==> src/hdl/cpu_pkg.sv <==
package cpu_pkg;

  // Default widths for the execute subsystem
  localparam int DATA_W_DEF = 32;
  localparam int REG_N_DEF  = 8;

  // Status word layout
  localparam int STAT_W  = 7;
  localparam int STAT_CF = 0;
  localparam int STAT_PF = 1;
  localparam int STAT_ZF = 2;
  localparam int STAT_SF = 3;
  localparam int STAT_OF = 4;
  localparam int STAT_AF = 5;
  localparam int STAT_DF = 6;

  // Command opcodes as seen at the subsystem boundary
  typedef enum logic [4:0] {
    CMD_MOV  = 5'd0,
    CMD_ADD  = 5'd1,
    CMD_ADC  = 5'd2,
    CMD_SUB  = 5'd3,
    CMD_SBB  = 5'd4,
    CMD_CMP  = 5'd5,
    CMD_AND  = 5'd6,
    CMD_OR   = 5'd7,
    CMD_XOR  = 5'd8,
    CMD_TEST = 5'd9,
    CMD_NOT  = 5'd10,
    CMD_INC  = 5'd11,
    CMD_DEC  = 5'd12,
    CMD_MUL  = 5'd13,
    CMD_DIV  = 5'd14,
    CMD_SHL  = 5'd15,
    CMD_SHR  = 5'd16,
    CMD_ROL  = 5'd17,
    CMD_ROR  = 5'd18,
    CMD_STD  = 5'd19,
    CMD_CLD  = 5'd20
  } cmd_e;

  // Operations the ALU datapath knows about
  typedef enum logic [3:0] {
    ALU_ADD = 4'd0,
    ALU_SUB = 4'd1,
    ALU_AND = 4'd2,
    ALU_OR  = 4'd3,
    ALU_XOR = 4'd4,
    ALU_MUL = 4'd5,
    ALU_DIV = 4'd6,
    ALU_SHL = 4'd7,
    ALU_SHR = 4'd8,
    ALU_ROL = 4'd9,
    ALU_ROR = 4'd10
  } alu_op_e;

endpackage

==> src/hdl/reg_file.sv <==
`timescale 1ns/100ps

module reg_file #(
  parameter int DATA_W = cpu_pkg::DATA_W_DEF,
  parameter int REG_N  = cpu_pkg::REG_N_DEF
) (
  input  logic                     clk,
  input  logic                     arst_n,
  input  logic [$clog2(REG_N)-1:0] rd0_addr,
  input  logic [$clog2(REG_N)-1:0] rd1_addr,
  output logic [DATA_W-1:0]        rd0_data,
  output logic [DATA_W-1:0]        rd1_data,
  input  logic                     wr_en,
  input  logic [$clog2(REG_N)-1:0] wr_addr,
  input  logic [DATA_W-1:0]        wr_data
);

  logic [DATA_W-1:0] regs [REG_N];

  // General registers come up as zero
  always_ff @(posedge clk or negedge arst_n) begin
    if (!arst_n) begin
      for (int i = 0; i < REG_N; i++) begin
        regs[i] <= '0;
      end
    end else if (wr_en) begin
      regs[wr_addr] <= wr_data;
    end
  end

  // Read ports see the write only after the edge
  assign rd0_data = regs[rd0_addr];
  assign rd1_data = regs[rd1_addr];

  a_wr_addr_known: assert property (
    @(posedge clk) disable iff (!arst_n)
    wr_en |-> !$isunknown(wr_addr)
  ) else $error("reg_file write with unknown address");

endmodule

==> config.mk <==
export PLATFORM = sky130hd
export DESIGN_NAME = reg_file
export DESIGN_NICKNAME = d
export VERILOG_FILES = /design/src/hdl/cpu_pkg.sv /design/src/hdl/reg_file.sv
export SDC_FILE = /design/constraint.sdc
export NUM_CORES = 1
export LEC_CHECK = 0
export BUFFER_PORTS_ARGS = -buffer_cell sky130_fd_sc_hd__buf_2
export CAP_MARGIN = 5
export CORE_MARGIN = 2
export CORE_UTILIZATION = 57
export CTS_CLUSTER_SIZE = 20
export DETAILED_ROUTE_END_ITERATION = 12
export PLACE_DENSITY = 0.8
export SYNTH_ARGS = -nofsm -noshare
export SYNTH_HDL_FRONTEND = slang
export SYNTH_SLANG_ARGS = --single-unit
==> constraint.sdc <==
create_clock -name clk -period 1.41 [get_ports clk]
set_clock_uncertainty 0.1 [all_clocks]
set_input_delay 0 -clock clk [delete_from_list [all_inputs] [get_ports clk]]
set_output_delay 0 -clock clk [all_outputs]
set_load 0.01 [all_outputs]
==> parameters.txt <==
Parameter                              Value

Outcome
  Status    finished, violations left
  Failing checks    negative setup slack

Critical path
  Critical Setup Path Class    register to output pin
  Data required time of the critical path    approximately 1.3 ns
  Critical Path Sink Type    output pin
  Data arrival time of the critical path    1.88 ns
  Maximum fanout along the worst path    3
  CP max-delay cell    sky130_fd_sc_hd__mux4_2
  Startpoint of the worst-slack reg-to-reg timing path    regs[29]
  Cell family with the largest share of critical-path delay    multiplexers
  Longest individual stage delay on the worst path    0.49 ns
  R2R Setup Slk    0.30 ns
  Worst Setup Start Kind    register
  Critical path cell sequence    mux4_2 -> mux2_4 -> buf_6
  Destination of the worst register-to-register timing path    regs[29]
  Number of buffers and inverters on the critical path    1
  Worst reg-to-reg path cell count    3

Drt
  Per-cell via count in the routed design    about 6.4
  Remaining routing DRC violations    0
  Wirelength, routed    33500 um
  DRT Pass-1 Iters    5
  Detailed-route via count    8244
  First DRT Iteration DRCs    502
  Number of nets with antenna violations after detailed routing    0
  Avg WL per Cell    26.1 um

Place
  Worst setup slack after placement    -0.141 ns
  Half-perimeter wire length after detailed placement    around 20000 um
  Gpl congestion    between 0.7 and 0.8
  Count of buffers from port buffering    107

Synthesis
  Mean area per synthesized cell    17.6 um^2
  Post-Synthesis Cell Area    13700 um^2
  Mapped Cells    779
  Area contributors post-synth    sky130_fd_sc_hd__dfrtp_1 (47%), sky130_fd_sc_hd__mux2_2 (26%), sky130_fd_sc_hd__mux4_1 (15%), sky130_fd_sc_hd__mux4_2 (7.9%), sky130_fd_sc_hd__buf_6 (1.1%)
  Synthesized Nets    ~800
  Cell taking the most area after synthesis    sky130_fd_sc_hd__dfrtp_1
  Total number of yosys warnings    0
  Flip-flop and latch count after synthesis    256
  Number of different library cells in the post-synthesis netlist    15
  Sequential area share after synthesis    0.467
  Synth top area share    0.467

STA
  Worst slew pin tran    0.436 ns
  Period minus WS final    just under 2 ns
  Setup_tns    -33.07 ns
  Final worst-path setup slack    -0.566 ns
  Count of final max-slew check failures    0
  Setup Viol. Count Final    64
  Worst rel slew slack    0.709
  Setup repair after global routing missed its margin    yes
  Max Clk Rate    0.506 GHz
  Share of the cycle needed by the critical path after routing    1.40
  Number of hold violations in the final report    0
  Final-layout worst hold slack    0.111 ns

Clock network
  Max Buffers Root-to-Sink    3
  Clock-pin transition on the worst setup and hold timing paths    0.06 ns
  Cell at the root of the clock tree    sky130_fd_sc_hd__clkbuf_16
  Clock tree from TritonCTS    done
  Number of levels the H-tree was split into    1
  # clock sinks    256
  Clock latency of the later-clocked register in the worst-skew pair    around 0.54 ns
  Number of CTS-inserted buffers    28

Floorplanning
  Count of boundary I/O pins    108
  Die span in x    159 um
  Area inside the core boundary    23500 um^2
  Initial Util    0.582
  Cell row count    56
  Die extent in y    159 um
  Die area    25300 um^2

Layout
  Final #Nets    between 900 and 1000
  Final standard cell utilization of the core    0.710
  Register bank with the most flops    regs
  Layout fillers    ~1500
  Area growth from synthesis to final layout    21.8%
  Antenna diode count    0
  Largest registers ranked by flip-flop count    regs (256)
  Flip-flop count of the largest register, all copies and words added    256
  Layout cells sized above 1    0.682

Worst hold path
  Origin of the worst min-delay path    wr_addr[1]
  Path class of the lowest-slack min-delay path    input port to register
  Hold depth    4
  Worst Hold Endpoint    regs[115]

Global routing
  Met3 capacity usage during global routing    0.0328
  Met2 usage    0.476
  Remaining global-route overflow    0
  Global routing's busiest layer    met2
  GRT Total Usage    0.274
  Met1 track utilization from global routing    0.369
  Largest net degree at the start of global routing    53
  Number of antenna violations at the first check in global routing    0
  Global-route wire length before repair    54000 um
  Vias in the first global route    ~9300

Power and ir drop
  PwrDens    1490 nW/um^2
  Worst VDD drop    between 1 and 1.5 mV
  Leakage power total    between 7 and 8 nW

Run
  Total of max-cap violations    0
area by class of cell:
cell class,instances,area [um^2],share of cell area
clock inverter,12,116,0.00696
timing repair buffer,204,2130,0.127
tap,319,399,0.0239
multi-input combinational,456,6850,0.410
sequential,256,6410,0.383
clock buffer,38,810,0.0484
tightest hold or removal path, delay by kind of cell:
| family | cells | cell delay (ns) |
|---|---|---|
| multiplexers | 1 | 0.21 |
| AND/OR/NAND/NOR | 1 | 0.09 |
| buffers and inverters | 2 | 0.39 |
synth_stat cells, drive strengths merged:
library cell    n
clkbuf          7
nand4b          3
nor4b           1
dfrtp         256
nand4           1
nor4bb          3
mux2          320
buf            60
mux4          128
through the flow:
step / power, mW / area (um^2) / std cells
3_5_place_dp: 16.0 / 14900 / 1173
2_1_floorplan: 13.9 / 13700 / 779
6_report: 24.8 / 16700 / 1285
3_3_place_gp: 15.4 / 14900 / 1173
4_1_cts: 24.8 / 16700 / 1279
5_1_grt: 25.8 / 16700 / 1285
worst max-delay path by stage:
stage	slack, ns	startpoint	depth (start not counted)	endpoint
6_report	-0.57	regs[31]	3	rd1_data[31]
3_5_place_dp	-0.14	wr_addr[2]	4	regs[109]
4_1_cts	-0.57	regs[31]	3	rd1_data[31]
5_1_grt	-0.59	regs[31]	3	rd1_data[31]
2_1_floorplan	0.09	wr_addr[2]	5	regs[107]
3_3_place_gp	-0.08	rd1_addr[0]	5	rd1_data[29]
report_power, final:
group	internal [mW]	switching, mW
combinational	4.81	2.44
clock	4.36	2.94
sequential	8.99	1.29
cell families (layout without fill, tap and decap cells):
group | after synthesis | count (layout) | synth area share
flops | 256 | 256 | 0.467
simple gates | 8 | 8 | 0.00630
mux | 448 | 448 | 0.495
buf+inv | 67 | 254 | 0.0317
per-layer routing:
metal	part of all wire	vias up
li1	-	3397
met1	0.40	4519
met2	0.53	281
met3	0.049	47
met4	0.021	0
met5	0	-
repair_timing:
action | CTS | global route
hold buffers | 34 | 0
endpoints found under the hold margin | 512 | 0
setup buffers | 22 | 6
setup endpoints to repair | 64 | 64
resized for setup | 200 | 8
layout by cell type, fill, tap and decap left out:
cell type	instances
sky130_fd_sc_hd__dfrtp_1	256
sky130_fd_sc_hd__mux2_2	249
sky130_fd_sc_hd__mux4_2	128
sky130_fd_sc_hd__buf_6	64
sky130_fd_sc_hd__mux2_4	62
sky130_fd_sc_hd__buf_2	40
sky130_fd_sc_hd__buf_4	36
sky130_fd_sc_hd__dlygate4sd3_1	34
sky130_fd_sc_hd__clkbuf_16	29
sky130_fd_sc_hd__buf_12	29
sky130_fd_sc_hd__mux2_1	9
sky130_fd_sc_hd__clkinv_2	8
sky130_fd_sc_hd__clkbuf_8	5
sky130_fd_sc_hd__clkbuf_1	4
sky130_fd_sc_hd__nand4b_1	3
sky130_fd_sc_hd__nor4bb_4	3
sky130_fd_sc_hd__bufinv_16	2
sky130_fd_sc_hd__nand4_1	1
sky130_fd_sc_hd__nor4b_4	1
sky130_fd_sc_hd__clkinvlp_4	1
sky130_fd_sc_hd__clkinv_4	1
sky130_fd_sc_hd__buf_8	1
(Power assumes the default switching activity.)
