### src/hdl/cpu_pkg.sv
package cpu_pkg;

  // Default widths for the execute subsystem
  localparam int DATA_W_DEF = 32;
  localparam int REG_N_DEF  = 8;

  // Status word layout
  localparam int STAT_W  = 7;
  localparam int STAT_CF = 0;
  localparam int STAT_PF = 1;
  localparam int STAT_ZF = 2;
  localparam int STAT_SF = 3;
  localparam int STAT_OF = 4;
  localparam int STAT_AF = 5;
  localparam int STAT_DF = 6;

  // Command opcodes as seen at the subsystem boundary
  typedef enum logic [4:0] {
    CMD_MOV  = 5'd0,
    CMD_ADD  = 5'd1,
    CMD_ADC  = 5'd2,
    CMD_SUB  = 5'd3,
    CMD_SBB  = 5'd4,
    CMD_CMP  = 5'd5,
    CMD_AND  = 5'd6,
    CMD_OR   = 5'd7,
    CMD_XOR  = 5'd8,
    CMD_TEST = 5'd9,
    CMD_NOT  = 5'd10,
    CMD_INC  = 5'd11,
    CMD_DEC  = 5'd12,
    CMD_MUL  = 5'd13,
    CMD_DIV  = 5'd14,
    CMD_SHL  = 5'd15,
    CMD_SHR  = 5'd16,
    CMD_ROL  = 5'd17,
    CMD_ROR  = 5'd18,
    CMD_STD  = 5'd19,
    CMD_CLD  = 5'd20
  } cmd_e;

  // Operations the ALU datapath knows about
  typedef enum logic [3:0] {
    ALU_ADD = 4'd0,
    ALU_SUB = 4'd1,
    ALU_AND = 4'd2,
    ALU_OR  = 4'd3,
    ALU_XOR = 4'd4,
    ALU_MUL = 4'd5,
    ALU_DIV = 4'd6,
    ALU_SHL = 4'd7,
    ALU_SHR = 4'd8,
    ALU_ROL = 4'd9,
    ALU_ROR = 4'd10
  } alu_op_e;

endpackage

### src/hdl/alu.sv
`timescale 1ns/100ps

module alu #(
  parameter int DATA_W = cpu_pkg::DATA_W_DEF
) (
  input  cpu_pkg::alu_op_e           alu_op,
  input  logic                       use_carry,
  input  logic                       no_wr,
  input  logic                       no_flags,
  input  logic                       keep_cf,
  input  logic                       clear_cf_of,
  input  logic [cpu_pkg::STAT_W-1:0] status_in,
  input  logic [DATA_W-1:0]          opnd0,
  input  logic [DATA_W-1:0]          opnd1,
  output logic [DATA_W-1:0]          result,
  output logic [cpu_pkg::STAT_W-1:0] status_out
);
  import cpu_pkg::*;

  localparam int SH_W = $clog2(DATA_W);

  logic                carry_in;
  logic [DATA_W:0]     sum_ext;
  logic [DATA_W:0]     diff_ext;
  logic [2*DATA_W-1:0] prod;
  logic [DATA_W-1:0]   quot;
  logic [SH_W-1:0]     shamt;
  logic [2*DATA_W-1:0] rol_ext;
  logic [2*DATA_W-1:0] ror_ext;
  logic                carry;
  logic                ovf;
  logic                is_arith;
  logic                upd;
  logic                hold_cf;

  // Carry in only when the command asks for it
  assign carry_in = use_carry & status_in[STAT_CF];

  // Top bit of the difference is the borrow
  assign sum_ext  = {1'b0, opnd0} + {1'b0, opnd1} + {{DATA_W{1'b0}}, carry_in};
  assign diff_ext = {1'b0, opnd0} - {1'b0, opnd1} - {{DATA_W{1'b0}}, carry_in};

  assign prod  = {{DATA_W{1'b0}}, opnd0} * {{DATA_W{1'b0}}, opnd1};
  assign quot  = (opnd1 == '0) ? '1 : opnd0 / opnd1;

  // Rotates via a doubled operand
  assign shamt   = opnd1[SH_W-1:0];
  assign rol_ext = {opnd0, opnd0} << shamt;
  assign ror_ext = {opnd0, opnd0} >> shamt;

  always_comb begin
    result   = '0;
    carry    = 1'b0;
    ovf      = 1'b0;
    is_arith = 1'b0;
    case (alu_op)
      ALU_ADD: begin
        result   = sum_ext[DATA_W-1:0];
        carry    = sum_ext[DATA_W];
        ovf      = (opnd0[DATA_W-1] == opnd1[DATA_W-1]) &&
                   (result[DATA_W-1] != opnd0[DATA_W-1]);
        is_arith = 1'b1;
      end
      ALU_SUB: begin
        result   = diff_ext[DATA_W-1:0];
        carry    = diff_ext[DATA_W];
        ovf      = (opnd0[DATA_W-1] != opnd1[DATA_W-1]) &&
                   (result[DATA_W-1] != opnd0[DATA_W-1]);
        is_arith = 1'b1;
      end
      ALU_AND: result = opnd0 & opnd1;
      ALU_OR:  result = opnd0 | opnd1;
      ALU_XOR: result = opnd0 ^ opnd1;
      ALU_MUL: begin
        result = prod[DATA_W-1:0];
        carry  = |prod[2*DATA_W-1:DATA_W];
        ovf    = |prod[2*DATA_W-1:DATA_W];
      end
      ALU_DIV: result = quot;
      ALU_SHL: result = opnd0 << shamt;
      ALU_SHR: result = opnd0 >> shamt;
      ALU_ROL: result = rol_ext[2*DATA_W-1:DATA_W];
      ALU_ROR: result = ror_ext[DATA_W-1:0];
      default: result = '0;
    endcase
  end

  // Flags-only commands always refresh every arithmetic flag, CF included
  assign upd     = ~no_flags;
  assign hold_cf = ~upd | (keep_cf & ~no_wr);

  always_comb begin
    status_out = status_in;
    if (upd) begin
      status_out[STAT_PF] = ~^result[7:0];
      status_out[STAT_ZF] = (result == '0);
      status_out[STAT_SF] = result[DATA_W-1];
      status_out[STAT_OF] = clear_cf_of ? 1'b0 : ovf;
      status_out[STAT_AF] = is_arith & (opnd0[4] ^ opnd1[4] ^ result[4]);
    end
    if (!hold_cf) begin
      status_out[STAT_CF] = clear_cf_of ? 1'b0 : carry;
    end
    // DF is owned by the execute stage
    status_out[STAT_DF] = status_in[STAT_DF];
  end

endmodule

### config.mk
export PLATFORM = sky130hd
export DESIGN_NAME = alu
export DESIGN_NICKNAME = d
export VERILOG_FILES = /design/src/hdl/cpu_pkg.sv /design/src/hdl/alu.sv
export SDC_FILE = /design/constraint.sdc
export NUM_CORES = 2
export LEC_CHECK = 0
export BUFFER_PORTS_ARGS = -buffer_cell sky130_fd_sc_hd__buf_2
export CORE_MARGIN = 2
export CORE_UTILIZATION = 35
export DETAILED_ROUTE_END_ITERATION = 7
export GPL_TIMING_DRIVEN = 0
export PLACE_DENSITY = 0.59
export REMOVE_ABC_BUFFERS = 1
export SLEW_MARGIN = 0
export SYNTH_ARGS = -nofsm -noshare
export SYNTH_HDL_FRONTEND = slang
export SYNTH_SLANG_ARGS = --single-unit
### constraint.sdc
create_clock -name vclk -period 139.7
set_clock_uncertainty 0.15 [all_clocks]
set_input_delay 27.94 -clock vclk [all_inputs]
set_output_delay 27.94 -clock vclk [all_outputs]
set_load 0.02 [all_outputs]
==> reports/metrics.yaml <==
route:
  remaining_drc_errors: 0
  routed-via-count: 72800
  via_per_inst: 6.14
  drt-initial-drc-count: 7737
  wl_per_cell_um: 28.2
  dr.pass1.iters: 8
  ant_nets: 0
  finalWirelength_mm: 334
placement:
  gp_congestion: 1.08
  dp_hpwl_mm: 253
  detailed_place.area_um2: 74500
  port_buffers: 117
flow_run:
  cap_violations: 5
synthesis:
  syn-cell-area_um2: 70700
  syn_inst: 9411
  yosys.area.top_type: "fa_1"
  ys_top_cells_by_count: "nor2_1, inv_1, ha_1"
  yosysSeqAreaShare: 0
  yosys-top-cells-area: "fa_1, ha_1, nor2_1"
  ys_types: 100
  ys_warn_count: 0
  yosysMostFrequentCell: "nor2_1"
  synth_top_area_frac: 0.255
  synth_area_per_cell_um2: 7.51
min_path:
  hold_path.startpoint: "status_in[6]"
  whs_endpoint: "status_out[6]"
  hp-class: "in2out"
  min_path_cells: 0
floorplan:
  core_area_um2: 200000
  io_pins: 119
  rows: 164
  fp.dieH_um: 454
  dieArea_um2: 206000
  start_util: 0.353
  die_x_um: 454
sta:
  relSlewSlack: -0.0441
  maxSlewViolCount: 105
  finalHoldViolations: 0
  finalCritPeriodShare: 0.974
  timing.final.crit_period_ps: 136040
  tightest_slew_ps: 1570
  max_freq_ghz: 0.00735
  whs_ps: 55730
  setup_violations: 0
layout:
  syn_to_final_growth_pct: 7.16
  clockBufferCount: 0
  multi_input_area_um2: 65400
  stdcell_area_um2: 75800
  fillCellCount: 20900
  drive_above_1_share: 0.0756
  seq_cell_count: 0
  final_util: 0.378
  fin_nets: 11100
  seq_area_um2: 0
status:
  status: "complete, but fails checks"
  violations: "max-capacitance violations, max-slew violations"
critical_path:
  cp_max_fo: 25
  cp.required_ps: 111610
  worstSetupStartpointType: "input port"
  cp-end-kind: "output port"
  cp_common_cell: "ha_1"
  slowest_delay_ps: 720
  critPathSlowestCell: "or4_4"
  critPathKind: "in2out"
  cp.arrival_ps: 107950
grt:
  grt_max_degree: 79
  grtUsageTotal: 0.316
  grt_pass1_wl_mm: 484
  grt_pass1_vias: 71500
  grt_overflow: 0
  antenna_found_initial: 34
==> worst max-delay path by stage <==
stage / depth (start not counted) / slack (ps) / to / from
after global placement: 281 / -32900 / status_out[2] / opnd1[0]
after CTS: 302 / 9 / status_out[2] / opnd1[17]
after detailed placement: 282 / -12680 / status_out[2] / opnd1[21]
final: 301 / 3660 / status_out[2] / opnd1[17]
after global routing: 310 / -110 / status_out[2] / opnd1[17]
after floorplan: 277 / 7560 / status_out[2] / opnd1[30]
==> critical path: cells and delay by family <==
| family | cells | cell delay [ps] |
|---|---|---|
| adder cells (fa/ha/maj) | 32 | 10140 |
| AO/OA/AOI/OAI | 164 | 42190 |
| AND/OR/NAND/NOR | 84 | 22450 |
| buffers and inverters | 14 | 2580 |
| multiplexers | 7 | 2390 |
==> cell usage in the layout (no fill, tap or decap), types with 45 or more instances in the layout <==
cell	instances
a211oi_1	71
a21o_1	203
a21oi_1	555
a31oi_1	65
and2_1	52
and3_1	47
buf_2	113
fa_1	900
ha_1	926
inv_1	1172
mux2_2	97
mux2i_1	96
mux4_2	50
nand2_1	887
nand2b_1	81
nand3_1	144
nand4_1	67
nor2_1	1258
nor2b_1	65
nor3_1	166
o211ai_1	84
o21a_1	157
o21ai_0	398
o21bai_1	50
o31ai_1	45
or2_2	52
or3_1	54
xnor2_1	260
xor2_1	171
==> logic make-up after synthesis <==
logic type | count (synthesis) | share of synthesized area
adder cells (fa/ha/maj) | 1826 | 0.419
AND/OR/NAND/NOR | 3046 | 0.190
buffers and inverters | 1679 | 0.0894
XOR/XNOR | 431 | 0.0534
AO/OA/AOI/OAI | 2182 | 0.203
multiplexers | 247 | 0.0456
==> timing repair <==
action / in CTS / in global routing
gates cloned: 4 / 4
pin swaps: 10 / 17
setup buffers: 16 / 23
resized for setup: 80 / 97
setup endpoints to repair: 5 / 4
hold buffers: 0 / 0
==> through the flow <==
step           instances  worst slack (ps)  TNS [ps]
6_report           11900              3660         0
5_1_grt            11900              -108      -108
4_1_cts            11800              9.44         0
3_5_place_dp       11800            -12680    -40220
3_3_place_gp       11700            -32900   -188090
2_1_floorplan       8957              7560         0
==> area by class of cell <==
type,count,share of cell area
tap,2656,0.0439
multi-input combinational,7739,0.863
inverter,1225,0.0612
timing repair inverter,1,0.0000660
antenna,17,0.000561
timing repair buffer,229,0.0309
==> layer usage <==
layer	vias to the layer above	share of wire	track usage	routed length (um)
met5	-	0.00028	0	92
met4	14	0.077	0.202	25600
met3	1020	0.097	0.0603	32500
met2	3973	0.43	0.491	145000
met1	36200	0.39	0.401	131000
li1	31600	-	-	-
