===== src/hdl/cpu_pkg.sv =====
package cpu_pkg;

  // Default widths for the execute subsystem
  localparam int DATA_W_DEF = 32;
  localparam int REG_N_DEF  = 8;

  // Status word layout
  localparam int STAT_W  = 7;
  localparam int STAT_CF = 0;
  localparam int STAT_PF = 1;
  localparam int STAT_ZF = 2;
  localparam int STAT_SF = 3;
  localparam int STAT_OF = 4;
  localparam int STAT_AF = 5;
  localparam int STAT_DF = 6;

  // Command opcodes as seen at the subsystem boundary
  typedef enum logic [4:0] {
    CMD_MOV  = 5'd0,
    CMD_ADD  = 5'd1,
    CMD_ADC  = 5'd2,
    CMD_SUB  = 5'd3,
    CMD_SBB  = 5'd4,
    CMD_CMP  = 5'd5,
    CMD_AND  = 5'd6,
    CMD_OR   = 5'd7,
    CMD_XOR  = 5'd8,
    CMD_TEST = 5'd9,
    CMD_NOT  = 5'd10,
    CMD_INC  = 5'd11,
    CMD_DEC  = 5'd12,
    CMD_MUL  = 5'd13,
    CMD_DIV  = 5'd14,
    CMD_SHL  = 5'd15,
    CMD_SHR  = 5'd16,
    CMD_ROL  = 5'd17,
    CMD_ROR  = 5'd18,
    CMD_STD  = 5'd19,
    CMD_CLD  = 5'd20
  } cmd_e;

  // Operations the ALU datapath knows about
  typedef enum logic [3:0] {
    ALU_ADD = 4'd0,
    ALU_SUB = 4'd1,
    ALU_AND = 4'd2,
    ALU_OR  = 4'd3,
    ALU_XOR = 4'd4,
    ALU_MUL = 4'd5,
    ALU_DIV = 4'd6,
    ALU_SHL = 4'd7,
    ALU_SHR = 4'd8,
    ALU_ROL = 4'd9,
    ALU_ROR = 4'd10
  } alu_op_e;

endpackage


===== src/hdl/cmd_decode.sv =====
`timescale 1ns/100ps

module cmd_decode (
  input  cpu_pkg::cmd_e    cmd,
  output cpu_pkg::alu_op_e alu_op,
  output logic             use_carry,
  output logic             no_wr,
  output logic             no_flags,
  output logic             keep_cf,
  output logic             clear_cf_of,
  output logic             src_one,
  output logic             src_inv,
  output logic             is_mov,
  output logic             df_set,
  output logic             df_clr
);
  import cpu_pkg::*;

  always_comb begin
    alu_op      = ALU_ADD;
    use_carry   = 1'b0;
    no_wr       = 1'b0;
    no_flags    = 1'b0;
    keep_cf     = 1'b0;
    clear_cf_of = 1'b0;
    src_one     = 1'b0;
    src_inv     = 1'b0;
    is_mov      = 1'b0;
    df_set      = 1'b0;
    df_clr      = 1'b0;

    case (cmd)
      CMD_MOV: begin
        no_flags = 1'b1;
        is_mov   = 1'b1;
      end
      CMD_ADD: alu_op = ALU_ADD;
      CMD_ADC: begin
        alu_op    = ALU_ADD;
        use_carry = 1'b1;
      end
      CMD_SUB: alu_op = ALU_SUB;
      CMD_SBB: begin
        alu_op    = ALU_SUB;
        use_carry = 1'b1;
      end
      // Flags only, result is dropped
      CMD_CMP: begin
        alu_op = ALU_SUB;
        no_wr  = 1'b1;
      end
      CMD_AND: begin
        alu_op      = ALU_AND;
        clear_cf_of = 1'b1;
      end
      CMD_OR: begin
        alu_op      = ALU_OR;
        clear_cf_of = 1'b1;
      end
      CMD_XOR: begin
        alu_op      = ALU_XOR;
        clear_cf_of = 1'b1;
      end
      CMD_TEST: begin
        alu_op      = ALU_AND;
        no_wr       = 1'b1;
        clear_cf_of = 1'b1;
      end
      // XOR against all ones, flags untouched
      CMD_NOT: begin
        alu_op   = ALU_XOR;
        no_flags = 1'b1;
        src_inv  = 1'b1;
      end
      CMD_INC: begin
        alu_op  = ALU_ADD;
        src_one = 1'b1;
        keep_cf = 1'b1;
      end
      CMD_DEC: begin
        alu_op  = ALU_SUB;
        src_one = 1'b1;
        keep_cf = 1'b1;
      end
      CMD_MUL: alu_op = ALU_MUL;
      CMD_DIV: alu_op = ALU_DIV;
      CMD_SHL: begin
        alu_op      = ALU_SHL;
        clear_cf_of = 1'b1;
      end
      CMD_SHR: begin
        alu_op      = ALU_SHR;
        clear_cf_of = 1'b1;
      end
      CMD_ROL: begin
        alu_op      = ALU_ROL;
        clear_cf_of = 1'b1;
      end
      CMD_ROR: begin
        alu_op      = ALU_ROR;
        clear_cf_of = 1'b1;
      end
      CMD_STD: begin
        no_flags = 1'b1;
        df_set   = 1'b1;
      end
      CMD_CLD: begin
        no_flags = 1'b1;
        df_clr   = 1'b1;
      end
      // Unused encodings behave as a no-op
      default: begin
        no_flags = 1'b1;
        no_wr    = 1'b1;
      end
    endcase
  end

endmodule


===== config.mk =====
export PLATFORM = sky130hd
export DESIGN_NAME = cmd_decode
export DESIGN_NICKNAME = d
export VERILOG_FILES = /design/src/hdl/cpu_pkg.sv /design/src/hdl/cmd_decode.sv
export SDC_FILE = /design/constraint.sdc
export NUM_CORES = 1
export LEC_CHECK = 0
export BUFFER_PORTS_ARGS = -buffer_cell sky130_fd_sc_hd__buf_2
export CORE_AREA = 2 2 39 41
export DETAILED_ROUTE_END_ITERATION = 10
export DIE_AREA = 0 0 41 43
export MAX_ROUTING_LAYER = met4
export PLACE_DENSITY = 0.57
export SYNTH_ARGS = -nofsm -noshare
export SYNTH_HDL_FRONTEND = slang
export SYNTH_SLANG_ARGS = --single-unit

===== constraint.sdc =====
create_clock -name vclk -period 0.9
set_input_delay 0.09 -clock vclk [all_inputs]
set_output_delay 0.09 -clock vclk [all_outputs]
set_load 0.01 [all_outputs]

==> impl_summary.md <==
Outcome
The flow ran to the end, and the final reports show no timing, DRC or antenna violations.

Synthesis
The cell type with the highest aggregate area in the netlist is sky130_fd_sc_hd__o32ai_2. The distinct cell type count of the synthesized netlist is 24. The share of synthesized cell area in full adder, half adder and majority cells is 0%. After synthesis, the cell types taking the most area are sky130_fd_sc_hd__o32ai_2 (9.7%), sky130_fd_sc_hd__buf_4 (9.0%), sky130_fd_sc_hd__nor4b_2 (9.0%), sky130_fd_sc_hd__buf_6 (6.7%), sky130_fd_sc_hd__a21oi_1 (6.0%).

Summing the sequential cell areas from Yosys gives 0% of the chip area. For this run, the number of Yosys warnings is 0. After synthesis, the largest family of logic cells by area is simple AND/OR/NAND/NOR gates. The cell count after synthesis is 44. The synthesized netlist devotes 5.24% of its cell area to XOR and XNOR gates. The share of cell area taken by muxes after synthesis is 0%. The synthesized netlist occupies a cell area of 334 µm². The synthesized design devotes to its leading area cell type 9.74% of total area.

The area share of and/or/nand/nor cells after synthesis is 50.9%. Summing the areas of all compound-gate instances in the mapped netlist gives 27.0% of the synthesized area. Counting every net in the synthesized netlist gives 49. Each instance of the synthesized netlist takes up on average 7.59 µm².

Timing
The maximum achievable frequency is 1120 MHz. The worst pin sits at a relative slew slack of 87.7%. Once routing completed, OpenROAD measured the worst setup slack at 0.0106 ns.

Setup violations remaining at the end of the flow were counted as 0. The minimum clock period after layout is 0.889 ns. The number of pins exceeding their max-slew limit in the final report is 0. The number of hold violations in the final report is 0. The final clock period utilization by the worst path is 98.8%. Hold timing on the final database bottoms out at a slack of 0.476 ns.

The pin slew with the least headroom to its limit is 0.185 ns. In the final timing run, aggregate negative setup slack is 0 ns. Setup repair after global routing could not meet its margin everywhere.

Flow run
The max-capacitance violation count is 0.

Pwr
The leakage power summed over all cells is 0.278 nW. Overall power consumption after layout is estimated at 261 µW. The power spent charging and discharging nets is 120 µW. In this run, the combinational gates consume 100.0% of the power. The largest vdd supply drop is 0.177 mV. Net switching is 45.9% of the power.

Dividing total power by cell area gives a power density of 460 mW/mm². Sequential cells account for 0% of the total power. Cell internal power was estimated by the tool at 141 µW.

Per report_power, the clock group accounts for 0% of the total.

Die
The area enclosed by the die boundary is 0.00176 mm². For this design the top-level I/O count stands at 19. The floorplan has 14 rows.

The die is 43 µm tall. The floorplan die width is 41 µm. The standard cell core area is 0.00138 mm². The initial core utilization is 24.1%.

Critical path
The critical path is of the input port to primary output type. The maximum fanout along the worst path is 9. The arrival time at the worst endpoint is 0.80 ns. The sort of element at the end of the critical path is a primary output.

The worst setup path is launched from an input port. The critical path ends at no_flags. STA puts the critical path data required time at 0.81 ns. The critical path starts at cmd[4].

Layout
Leaving out fill and tap cells, the most frequent cells in the layout are sky130_fd_sc_hd__buf_2 (14), sky130_fd_sc_hd__buf_4 (12), sky130_fd_sc_hd__nand2_1 (3), sky130_fd_sc_hd__a21oi_1 (3), sky130_fd_sc_hd__nor3_1 (3). Leaving out fill and tap cells, the most frequent cell in the layout is sky130_fd_sc_hd__buf_2. After the last flow step, the layout net total stands at 76. There are 0 flip-flops and latches. The number of clock buffers in the layout is 0. The finished layout cell area is 567 µm².

The final standard cell count with taps included and fillers excluded is 85. The total inserted antenna cells is 0. The area growth from synthesis to layout is 69.7%.

The core utilization of the finished layout is 41.0%. The post-route netlist has 66.7% of its cells at a drive strength greater than 1. The area of all sequential standard cells is 0 µm². Fill cells in the final layout number 144.

Routing
Dividing the detail-routed via count by the number of cells gives 4.45. The number of design-rule violations left by the first detailed-router iteration is 1. The final routed wire length divided by cell count is 10.5 µm.

Before antenna repair, the detailed router went through 2 iterations. The final route contains 378 vias. The final layout contains routed wiring with a total length of 891 µm.

Once detail routing completed, the nets flagged for antenna violations numbered 0. For this run, design rule violations remaining after detail routing come to 0.

Placed design
Detailed placement ended at an HPWL of 706 µm. Once placement finished, the instance area stood at 489 µm². The total of buffers placed on input and output ports is 19. The final weighted congestion in routability-driven placement is 0.773. After detailed placement, the design holds a cell count of 85. Before CTS, the worst setup slack after placement is -0.0979 ns.

Global route
Global routing used 12.5% of the available tracks. The largest net degree at the start of global routing is 13. The overall overflow remaining after global route is 0. The number of global-route vias before repair is 374. The number of antenna violations at the first check in global routing is 0. The first global-routing pass estimated 1610 µm of wire.

Min path
In this run the worst hold path is classified as input port to primary output.

CTS
The quantity of hold-fixing buffers added after cts is 0. The buffer count from post-CTS setup fixing is 0.
worst min path at each step:
stage / depth (start not counted) / endpoint / slack (ns) / startpoint
5_1_grt: 3 / is_mov / 0.50 / cmd[4]
4_1_cts: 3 / df_set / 0.48 / cmd[3]
6_report: 3 / df_set / 0.48 / cmd[3]
3_3_place_gp: 3 / df_set / 0.57 / cmd[3]
3_5_place_dp: 3 / df_set / 0.57 / cmd[3]
2_1_floorplan: 2 / alu_op[3] / 0.33 / cmd[3]
per-layer routing:
metal  GRT usage (%)  part of all wire (%)  vias up
met5               -                     0        -
met4               0                     0        0
met3               0                   5.8        0
met2            18.4                    48       10
met1            19.9                    46      159
li1                -                     -      209
power groups by stage:
stage          sequential (mW)  combinational [mW]  clock, mW
2_1_floorplan                0               0.147          0
3_3_place_gp                 0               0.223          0
3_5_place_dp                 0               0.223          0
4_1_cts                      0               0.246          0
5_1_grt                      0               0.285          0
6_report                     0               0.261          0
Yosys cell counts (all sizes together):
| cell type | instances |
|---|---|
| a211o | 1 |
| a21boi | 1 |
| a21oi | 4 |
| a2bb2oi | 1 |
| and2b | 2 |
| and3 | 1 |
| and4b | 1 |
| buf | 6 |
| inv | 1 |
| nand2 | 4 |
| nand2b | 3 |
| nor2 | 3 |
| nor2b | 3 |
| nor3 | 4 |
| nor3b | 1 |
| nor4b | 2 |
| o22ai | 2 |
| o32ai | 2 |
| xnor2 | 1 |
| xor2 | 1 |
area by class of cell:
cell class,instances,area (µm²),area share [%]
tap,16,20.0,3.53
multi-input combinational,37,305,53.9
timing repair buffer,31,238,41.9
inverter,1,3.75,0.662
kinds of logic after synthesis:
family	count (synthesis)
AO/OA/AOI/OAI	11
XOR/XNOR	2
AND/OR/NAND/NOR	24
buffers and inverters	7
critical path: stages:
cell and delay, ns:
sky130_fd_sc_hd__buf_6 0.12, sky130_fd_sc_hd__nor3_2 0.17, sky130_fd_sc_hd__a21oi_1 0.06, sky130_fd_sc_hd__o32ai_2 0.19, sky130_fd_sc_hd__buf_2 0.16
timing repair:
action | in CTS | in global routing
resized for setup | 14 | 7
setup endpoints to repair | 9 | 8
pin swaps | 2 | 2
gates cloned | 0 | 0
endpoints found under the hold margin | 0 | 0
(Power assumes the default switching activity.)
