--- src/hdl/cpu_pkg.sv ---
package cpu_pkg;

  // Default widths for the execute subsystem
  localparam int DATA_W_DEF = 32;
  localparam int REG_N_DEF  = 8;

  // Status word layout
  localparam int STAT_W  = 7;
  localparam int STAT_CF = 0;
  localparam int STAT_PF = 1;
  localparam int STAT_ZF = 2;
  localparam int STAT_SF = 3;
  localparam int STAT_OF = 4;
  localparam int STAT_AF = 5;
  localparam int STAT_DF = 6;

  // Command opcodes as seen at the subsystem boundary
  typedef enum logic [4:0] {
    CMD_MOV  = 5'd0,
    CMD_ADD  = 5'd1,
    CMD_ADC  = 5'd2,
    CMD_SUB  = 5'd3,
    CMD_SBB  = 5'd4,
    CMD_CMP  = 5'd5,
    CMD_AND  = 5'd6,
    CMD_OR   = 5'd7,
    CMD_XOR  = 5'd8,
    CMD_TEST = 5'd9,
    CMD_NOT  = 5'd10,
    CMD_INC  = 5'd11,
    CMD_DEC  = 5'd12,
    CMD_MUL  = 5'd13,
    CMD_DIV  = 5'd14,
    CMD_SHL  = 5'd15,
    CMD_SHR  = 5'd16,
    CMD_ROL  = 5'd17,
    CMD_ROR  = 5'd18,
    CMD_STD  = 5'd19,
    CMD_CLD  = 5'd20
  } cmd_e;

  // Operations the ALU datapath knows about
  typedef enum logic [3:0] {
    ALU_ADD = 4'd0,
    ALU_SUB = 4'd1,
    ALU_AND = 4'd2,
    ALU_OR  = 4'd3,
    ALU_XOR = 4'd4,
    ALU_MUL = 4'd5,
    ALU_DIV = 4'd6,
    ALU_SHL = 4'd7,
    ALU_SHR = 4'd8,
    ALU_ROL = 4'd9,
    ALU_ROR = 4'd10
  } alu_op_e;

endpackage

--- src/hdl/execute.sv ---
`timescale 1ns/100ps

module execute #(
  parameter int DATA_W = cpu_pkg::DATA_W_DEF,
  parameter int REG_N  = cpu_pkg::REG_N_DEF
) (
  input  logic                       clk,
  input  logic                       arst_n,
  input  logic                       cmd_valid,
  input  logic [$clog2(REG_N)-1:0]   dst,
  input  logic [$clog2(REG_N)-1:0]   src,
  input  logic [DATA_W-1:0]          imm,
  input  logic                       use_imm,
  input  logic                       no_wr,
  input  logic                       src_one,
  input  logic                       src_inv,
  input  logic                       is_mov,
  input  logic                       df_set,
  input  logic                       df_clr,
  output logic [$clog2(REG_N)-1:0]   rd0_addr,
  output logic [$clog2(REG_N)-1:0]   rd1_addr,
  input  logic [DATA_W-1:0]          rd0_data,
  input  logic [DATA_W-1:0]          rd1_data,
  output logic                       wr_en,
  output logic [$clog2(REG_N)-1:0]   wr_addr,
  output logic [DATA_W-1:0]          wr_data,
  output logic [DATA_W-1:0]          opnd0,
  output logic [DATA_W-1:0]          opnd1,
  input  logic [DATA_W-1:0]          alu_result,
  input  logic [cpu_pkg::STAT_W-1:0] alu_status,
  output logic [cpu_pkg::STAT_W-1:0] status_q,
  output logic                       done,
  output logic [DATA_W-1:0]          result,
  output logic                       wr,
  output logic [cpu_pkg::STAT_W-1:0] status
);
  import cpu_pkg::*;

  logic [DATA_W-1:0] src_val;
  logic [DATA_W-1:0] result_nxt;
  logic [STAT_W-1:0] status_nxt;

  // Destination doubles as the first operand
  assign rd0_addr = dst;
  assign rd1_addr = src;
  assign opnd0    = rd0_data;

  assign src_val = use_imm ? imm : rd1_data;

  always_comb begin
    if (src_inv) begin
      opnd1 = '1;
    end else if (src_one) begin
      opnd1 = {{(DATA_W-1){1'b0}}, 1'b1};
    end else begin
      opnd1 = src_val;
    end
  end

  // MOV bypasses the ALU result
  assign result_nxt = is_mov ? opnd1 : alu_result;

  assign wr_en   = cmd_valid & ~no_wr & ~df_set & ~df_clr;
  assign wr_addr = dst;
  assign wr_data = result_nxt;

  always_comb begin
    status_nxt = alu_status;
    if (df_set) begin
      status_nxt[STAT_DF] = 1'b1;
    end
    if (df_clr) begin
      status_nxt[STAT_DF] = 1'b0;
    end
  end

  always_ff @(posedge clk or negedge arst_n) begin
    if (!arst_n) begin
      done     <= 1'b0;
      wr       <= 1'b0;
      status_q <= '0;
    end else begin
      done <= cmd_valid;
      wr   <= wr_en;
      if (cmd_valid) begin
        status_q <= status_nxt;
      end
    end
  end

  always_ff @(posedge clk) begin
    if (cmd_valid) begin
      result <= result_nxt;
    end
  end

  // Flags seen by the next command and by the outside are the same register
  assign status = status_q;

  a_done_follows: assert property (
    @(posedge clk) disable iff (!arst_n)
    cmd_valid |=> done
  ) else $error("done missing one cycle after cmd_valid");

  a_done_only: assert property (
    @(posedge clk) disable iff (!arst_n)
    !cmd_valid |=> !done
  ) else $error("done without a command");

  a_no_wr_cmp: assert property (
    @(posedge clk) disable iff (!arst_n)
    (cmd_valid && no_wr) |=> !wr
  ) else $error("wr raised for a flags-only command");

endmodule

--- config.mk ---
export PLATFORM = sky130hd
export DESIGN_NAME = execute
export DESIGN_NICKNAME = d
export VERILOG_FILES = /design/src/hdl/cpu_pkg.sv /design/src/hdl/execute.sv
export SDC_FILE = /design/constraint.sdc
export NUM_CORES = 1
export LEC_CHECK = 0
export BUFFER_PORTS_ARGS = -buffer_cell sky130_fd_sc_hd__buf_2
export CAP_MARGIN = 40
export CORE_AREA = 3 3 117 119
export CTS_BUF_LIST = sky130_fd_sc_hd__clkbuf_16
export DETAILED_ROUTE_END_ITERATION = 10
export DIE_AREA = 0 0 120 122
export RECOVER_POWER = 100
export REMOVE_ABC_BUFFERS = 1
export SLEW_MARGIN = 10
export SYNTH_ARGS = -nofsm -noshare
export SYNTH_HDL_FRONTEND = slang
export SYNTH_SLANG_ARGS = --single-unit
--- constraint.sdc ---
create_clock -name clk -period 0.95 [get_ports clk]
set_clock_uncertainty 0.05 [all_clocks]
set_input_delay 0.0475 -clock clk [delete_from_list [all_inputs] [get_ports clk]]
set_output_delay 0.0475 -clock clk [all_outputs]
set_load 0.05 [all_outputs]
==> impl_metrics.py, run 1 <==
metrics = {
    "logic_synthesis": {
        "synth_seq_area_share": 0.430,
        "synth_cell_types": 18,
        "synth_top_area_share": 0.348,
        "netlist_area_um2": 2760,
        "synthCells": 252,
        "synth-simple-area-share": 0.0136,
        "muxShareOfSynthArea": 0.144,
        "ys_ff_latch": 41,
        "synth-compound-area-share": 0.188,
        "yosysWarnings": 0,
        "synth-xor-area-share": 0,
        "ys_top_cells_by_area": "edfxtp_1 (35%), buf_4 (13%), mux2i_1 (12%)",
        "synthAdderAreaFrac": 0,
        "synth_top_area_cell": "edfxtp_1",
        "synth_top_family_by_area": "buffers and inverters",
        "avgSynthCellArea_um2": 10.9,
    },
    "job": {
        "cap_violations": 0,
    },
    "sta": {
        "final.period_utilization": 1.18,
        "fin_tns_setup_ns": -5.59,
        "final.setup.worst_slack_ns": -0.173,
        "relSlewSlack": 0.619,
        "setup_viol": 86,
        "hold_viol": 0,
        "max_freq_mhz": 891,
        "worst_pin_slew_ns": 0.571,
        "fin_crit_ns": 1.12,
        "drv_slew": 0,
        "rsz0062_at_grt": "yes",
    },
    "setup_path": {
        "critical-path-max-stage-delay_ns": 0.22,
        "required_ns": 0.85,
        "startpoint_type": "primary input",
        "crit_arrival_ns": 1.03,
        "endpoint_kind": "output port",
        "critPathMaxFanout": 8,
        "critPathKind": "primary input to output port",
        "cpMaxStageDelayCell": "buf_4",
        "cp_cell_sequence": "buf_12 -> buf_16 -> mux2i_4 -> buf_6 -> o21bai_1 -> buf_4",
    },
    "finish": {
        "fin_cells": 632,
        "drive_above_1_share": 0.722,
        "design_area_um2": 5340,
        "nFillCells": 1183,
        "seq_area_um2": 1190,
        "layout_common_cells": "buf_2 (110), buf_6 (74), buf_4 (57)",
        "n_antenna_cell": 0,
        "layout.nets": 610,
        "multi_input_area_um2": 1470,
        "final_common_cell": "buf_2",
        "area_delta_synth_final_pct": 93.4,
    },
    "floorplanning": {
        "start_util": 0.218,
        "die_w_um": 120,
        "io_pins": 305,
        "core-area_um2": 12700,
        "fp-row-count": 41,
        "die-height_um": 122,
        "die-area_um2": 14600,
    },
    "pwr": {
        "pwr-share-clk": 0.212,
        "seq_power_share": 0.289,
        "p_switching_mw": 3.25,
        "internal-power_mw": 4.56,
        "comb_power_share": 0.499,
        "powerDensity_nw_per_um2": 1460,
        "leakagePower_nw": 2.38,
        "irDropWorstVdd_mv": 0.865,
        "netSwitchingFraction": 0.416,
    },
    "clock_network": {
        "worstSkewPairLatency_ns": 0.29,
        "cts_tree": "built",
        "cts.clk_slew.worst_paths_ns": 0.06,
        "htreeDepth": 2,
        "numCtsBuffers": 5,
        "clockBufferDepth": 2,
        "clkSinkCount": 41,
        "cts_root_buf": "clkbuf_16",
    },
    "route": {
        "ant_nets": 0,
        "dr_total_vias": 2917,
        "wl_per_cell_um": 22.2,
        "drc": 0,
        "drt_first_iter_violations": 51,
        "routed_wl_um": 14000,
        "avgViaCountPerCell": 4.62,
        "first_pass_iters": 4,
    },
    "global_route": {
        "grtUsageTotal": 0.177,
        "overflow": 0,
        "grt_pass1_vias": 3178,
        "grt_max_degree": 22,
        "antenna_found_initial": 0,
        "grt_pass1_wl_um": 19100,
    },
    "place": {
        "dpl.cell_count": 606,
        "hpwl_um": 9910,
        "place.gp.congestion": 0.770,
        "place_area_um2": 3920,
        "portBuffers": 225,
    },
    "status": {
        "status": "complete, but fails checks",
        "violations": "negative setup slack",
    },
    "min_path": {
        "hp-class": "primary input to register",
    },
}
[sequential cells by signal, summed over array words and instances, names as in the netlist]
register / flops
wr: 1
done: 1
status: 7
result: 32
[final cells by class]
cell class,instances,share of cell area
Timing Repair Buffer,270,0.415
Multi-Input combinational cell,109,0.275
Sequential cell,41,0.222
Tap cell,172,0.0403
Clock buffer,5,0.0235
Inverter,32,0.0225
Clock inverter,3,0.00211
[path summary, 6_finish.rpt]
check                              startpoint   endpoint  slack, ns  cells past startpoint
max in group asynchronous              arst_n  status[0]       0.27                      2
worst min register to register      status[6]  status[6]       0.52                      2
min in group asynchronous              arst_n  status[5]       0.20                      2
worst max-delay path                  use_imm   opnd1[9]      -0.17                      6
worst min-delay path            alu_status[6]  status[6]       0.01                      3
worst max register to register      status[4]  status[4]       0.06                      1
[cells by family after synthesis]
group / count (synthesis)
compound gates: 64
flops: 41
buf+inv: 102
simple gates: 6
mux: 39
[Yosys cell counts (all sizes together)]
library cell / instances
o21bai: 32
mux2i: 33
dfrtp: 9
a31oi: 1
nor4b: 1
buf: 61
clkbuf: 9
nor2: 2
edfxtp: 32
nand2b: 1
mux2: 6
inv: 32
o221ai: 31
nand2: 2
[timing repair]
item                                   CTS  global route
setup buffers                            6             0
pin swaps                               16             5
gates resized for setup                240            36
setup endpoints to repair              112           110
endpoints found under the hold margin   17             0
hold buffers                             9             0
gates cloned                             2             1
[layer usage]
metal / GRT usage / wire (um) / vias up
li1: - / - / 1293
met2: 0.289 / 6560 / 214
met5: 0.0451 / 82 / -
met3: 0.0956 / 1710 / 14
met4: 0.0480 / 188 / 2
met1: 0.199 / 5470 / 1394
[critical path: cells and delay by family]
kind	cells	cell delay, ns
compound gates	1	0.14
buf+inv	4	0.62
mux	1	0.20
[power by group through the flow]
stage / Sequential [mW] / Clock, mW / Combinational [mW]
2_1_floorplan: 2.97 / 0 / 1.19
3_3_place_gp: 2.23 / 0 / 2.98
3_5_place_dp: 2.24 / 0 / 3.00
4_1_cts: 2.25 / 1.74 / 3.76
5_1_grt: 2.27 / 1.80 / 4.04
6_report: 2.25 / 1.65 / 3.90
[per-stage QoR]
| stage | hold slack (ns) | util | worst slack, ns | power (mW) |
|---|---|---|---|---|
| 3_5_place_dp | -0.130 | 0.309 | -0.286 | 5.24 |
| 6_report | 0.0119 | 0.421 | -0.173 | 7.81 |
| 2_1_floorplan | -0.298 | - | -1.16 | 4.15 |
| 4_1_cts | 0.00185 | 0.406 | -0.158 | 7.76 |
| 3_3_place_gp | -0.132 | 0.309 | -0.253 | 5.22 |
| 5_1_grt | 0.00905 | 0.421 | -0.206 | 8.10 |
No activity file was read; power rests on OpenSTA's default activity.
==> run 2, diff against run 1 <==
--- a/config.mk
+++ b/config.mk
@@ -11,7 +11,8 @@
 export CTS_BUF_LIST = sky130_fd_sc_hd__clkbuf_16
 export DETAILED_ROUTE_END_ITERATION = 10
 export DIE_AREA = 0 0 120 122
-export RECOVER_POWER = 100
+export MAX_ROUTING_LAYER = met4
+export RECOVER_POWER = 50
 export REMOVE_ABC_BUFFERS = 1
 export SLEW_MARGIN = 10
 export SYNTH_ARGS = -nofsm -noshare
==> constraint.sdc (replaced) <==
create_clock -name clk -period 0.95 [get_ports clk]
set_clock_uncertainty 0.05 [all_clocks]
set_input_delay 0.0475 -clock clk [delete_from_list [all_inputs] [get_ports clk]]
set_output_delay 0.0475 -clock clk [all_outputs]
set_load 0.02 [all_outputs]
==> impl_metrics.py, run 2 (synthesized netlist as in run 1, its figures left out) <==
metrics = {
    "finish": {
        "drive_above_1_share": 0.725,
        "regMostFlops": "result",
        "area_delta_synth_final_pct": 89.2,
        "design_area_um2": 5220,
        "final_common_cell": "buf_2",
        "layout.nets": 619,
        "layout_common_cells": "buf_2 (149), buf_4 (60), buf_6 (46)",
        "nFillCells": 1197,
        "largest_reg_flops": 32,
    },
    "sta": {
        "max_freq_mhz": 908,
        "final.period_utilization": 1.16,
        "worst_pin_slew_ns": 0.581,
        "fin_tns_setup_ns": -4.41,
        "timing.hold.ws_ns": -0.137,
        "hold_viol": 1,
        "drv_slew": 0,
        "fin_crit_ns": 1.10,
        "rsz0062_at_grt": "yes",
        "setup_viol": 80,
        "relSlewSlack": 0.612,
        "final.setup.worst_slack_ns": -0.151,
    },
    "pwr": {
        "irDropWorstVdd_mv": 0.585,
        "powerDensity_nw_per_um2": 1290,
        "leakagePower_nw": 2.35,
        "finalPower_mw": 6.71,
    },
    "status": {
        "violations": "negative hold slack, negative setup slack",
        "status": "complete, but fails checks",
    },
    "global_route": {
        "grt_pass1_vias": 3258,
        "overflow": 0,
        "grt_pass1_wl_um": 19000,
        "grt_max_degree": 25,
        "antenna_found_initial": 1,
        "grtUsageTotal": 0.182,
    },
    "route": {
        "drc": 0,
        "routed_wl_um": 13600,
        "drt_first_iter_violations": 76,
        "ant_nets": 0,
        "wl_per_cell_um": 21.1,
        "avgViaCountPerCell": 4.54,
        "first_pass_iters": 4,
        "dr_total_vias": 2917,
    },
    "place": {
        "place_area_um2": 3960,
        "place.gp.congestion": 0.770,
        "hpwl_um": 10100,
        "portBuffers": 225,
    },
    "min_path": {
        "hp-class": "primary input to register",
        "min_path_cells": 2,
        "min_to": "wr",
        "holdCritStartpoint": "no_wr",
    },
    "floorplanning": {
        "die-area_um2": 14600,
        "die_w_um": 120,
        "fp-row-count": 41,
        "core-area_um2": 12700,
        "start_util": 0.218,
        "io_pins": 305,
        "die-height_um": 122,
    },
    "setup_path": {
        "crit_arrival_ns": 1.00,
        "critPathMaxFanout": 9,
        "r2r_setup_slack_ns": 0.08,
        "r2r.worst_path.cells": 1,
        "reg2reg_from": "status[0]",
        "cp_cell_sequence": "buf_12 -> buf_12 -> mux2i_2 -> o221ai_1 -> buf_2",
        "path_buf_inv": 3,
        "cpMaxStageDelayCell": "mux2i_2",
        "critPathKind": "primary input to output port",
        "cp_top_family": "buffers and inverters",
        "r2r_end": "status[0]",
        "endpoint_kind": "output port",
        "startpoint_type": "primary input",
        "required_ns": 0.85,
        "cp_common_cell": "buf_12",
        "critical-path-max-stage-delay_ns": 0.28,
    },
    "clock_network": {
        "postCtsHoldBufs": 8,
        "worstSkewPairLatency_ns": 0.29,
        "htreeDepth": 2,
        "cts_tree": "built",
        "cts.clk_slew.worst_paths_ns": 0.06,
        "clockBufferDepth": 2,
        "cts_root_buf": "clkbuf_16",
        "clkSinkCount": 41,
        "numCtsBuffers": 5,
    },
    "job": {
        "cap_violations": 0,
    },
}
## run 2: worst max-delay path by stage
stage               startpoint          end  slack [ns]  depth (start not counted)
floorplan               is_mov   result[10]       -0.43                          2
global placement       use_imm   result[10]       -0.19                          4
detailed placement     use_imm   result[30]       -0.24                          4
CTS                    use_imm    opnd1[21]       -0.12                          6
global route           use_imm  wr_data[15]       -0.19                          5
finish                 use_imm  wr_data[15]       -0.15                          5
## run 2: routing by layer
| layer | GRT usage | share of wire | up-vias | routed length (um) |
|---|---|---|---|---|
| met1 | 0.208 | 0.39 | 1363 | 5350 |
| met4 | 0.0437 | 0.017 | 0 | 235 |
| li1 | - | - | 1309 | - |
| met3 | 0.102 | 0.12 | 19 | 1660 |
| met5 | - | 0 | - | 0 |
| met2 | 0.280 | 0.47 | 226 | 6320 |
## run 2: metrics by stage
step	utilization	std cells	setup WS [ns]
global placement	0.313	612	-0.191
floorplan	-	182	-0.433
CTS	0.390	639	-0.118
detailed placement	0.313	612	-0.244
finish	0.412	642	-0.151
global route	0.412	642	-0.195
## run 2: layout make-up
class	instances	area [um2]	share of cell area
Timing Repair Buffer	279	2070	0.397
Multi-Input combinational cell	109	1490	0.285
Sequential cell	41	1190	0.227
Tap cell	172	215	0.0412
Clock buffer	5	125	0.0240
Inverter	32	120	0.0230
Clock inverter	3	12.5	0.00240
Antenna cell	1	2.50	0.000479
## run 2: power breakdown
group	total [mW]	internal, mW	switching (mW)
clock	1.69	0.953	0.741
combinational	2.78	1.35	1.44
sequential	2.23	2.14	0.0898
total	6.71	4.44	2.27
## run 2: timing repair
action                                  CTS  global route
endpoints found under the setup margin   87            97
gates cloned                              2             0
buffers inserted                          9             2
pin swaps                                20             7
endpoints found under the hold margin    17             1
resized for setup                       153            66
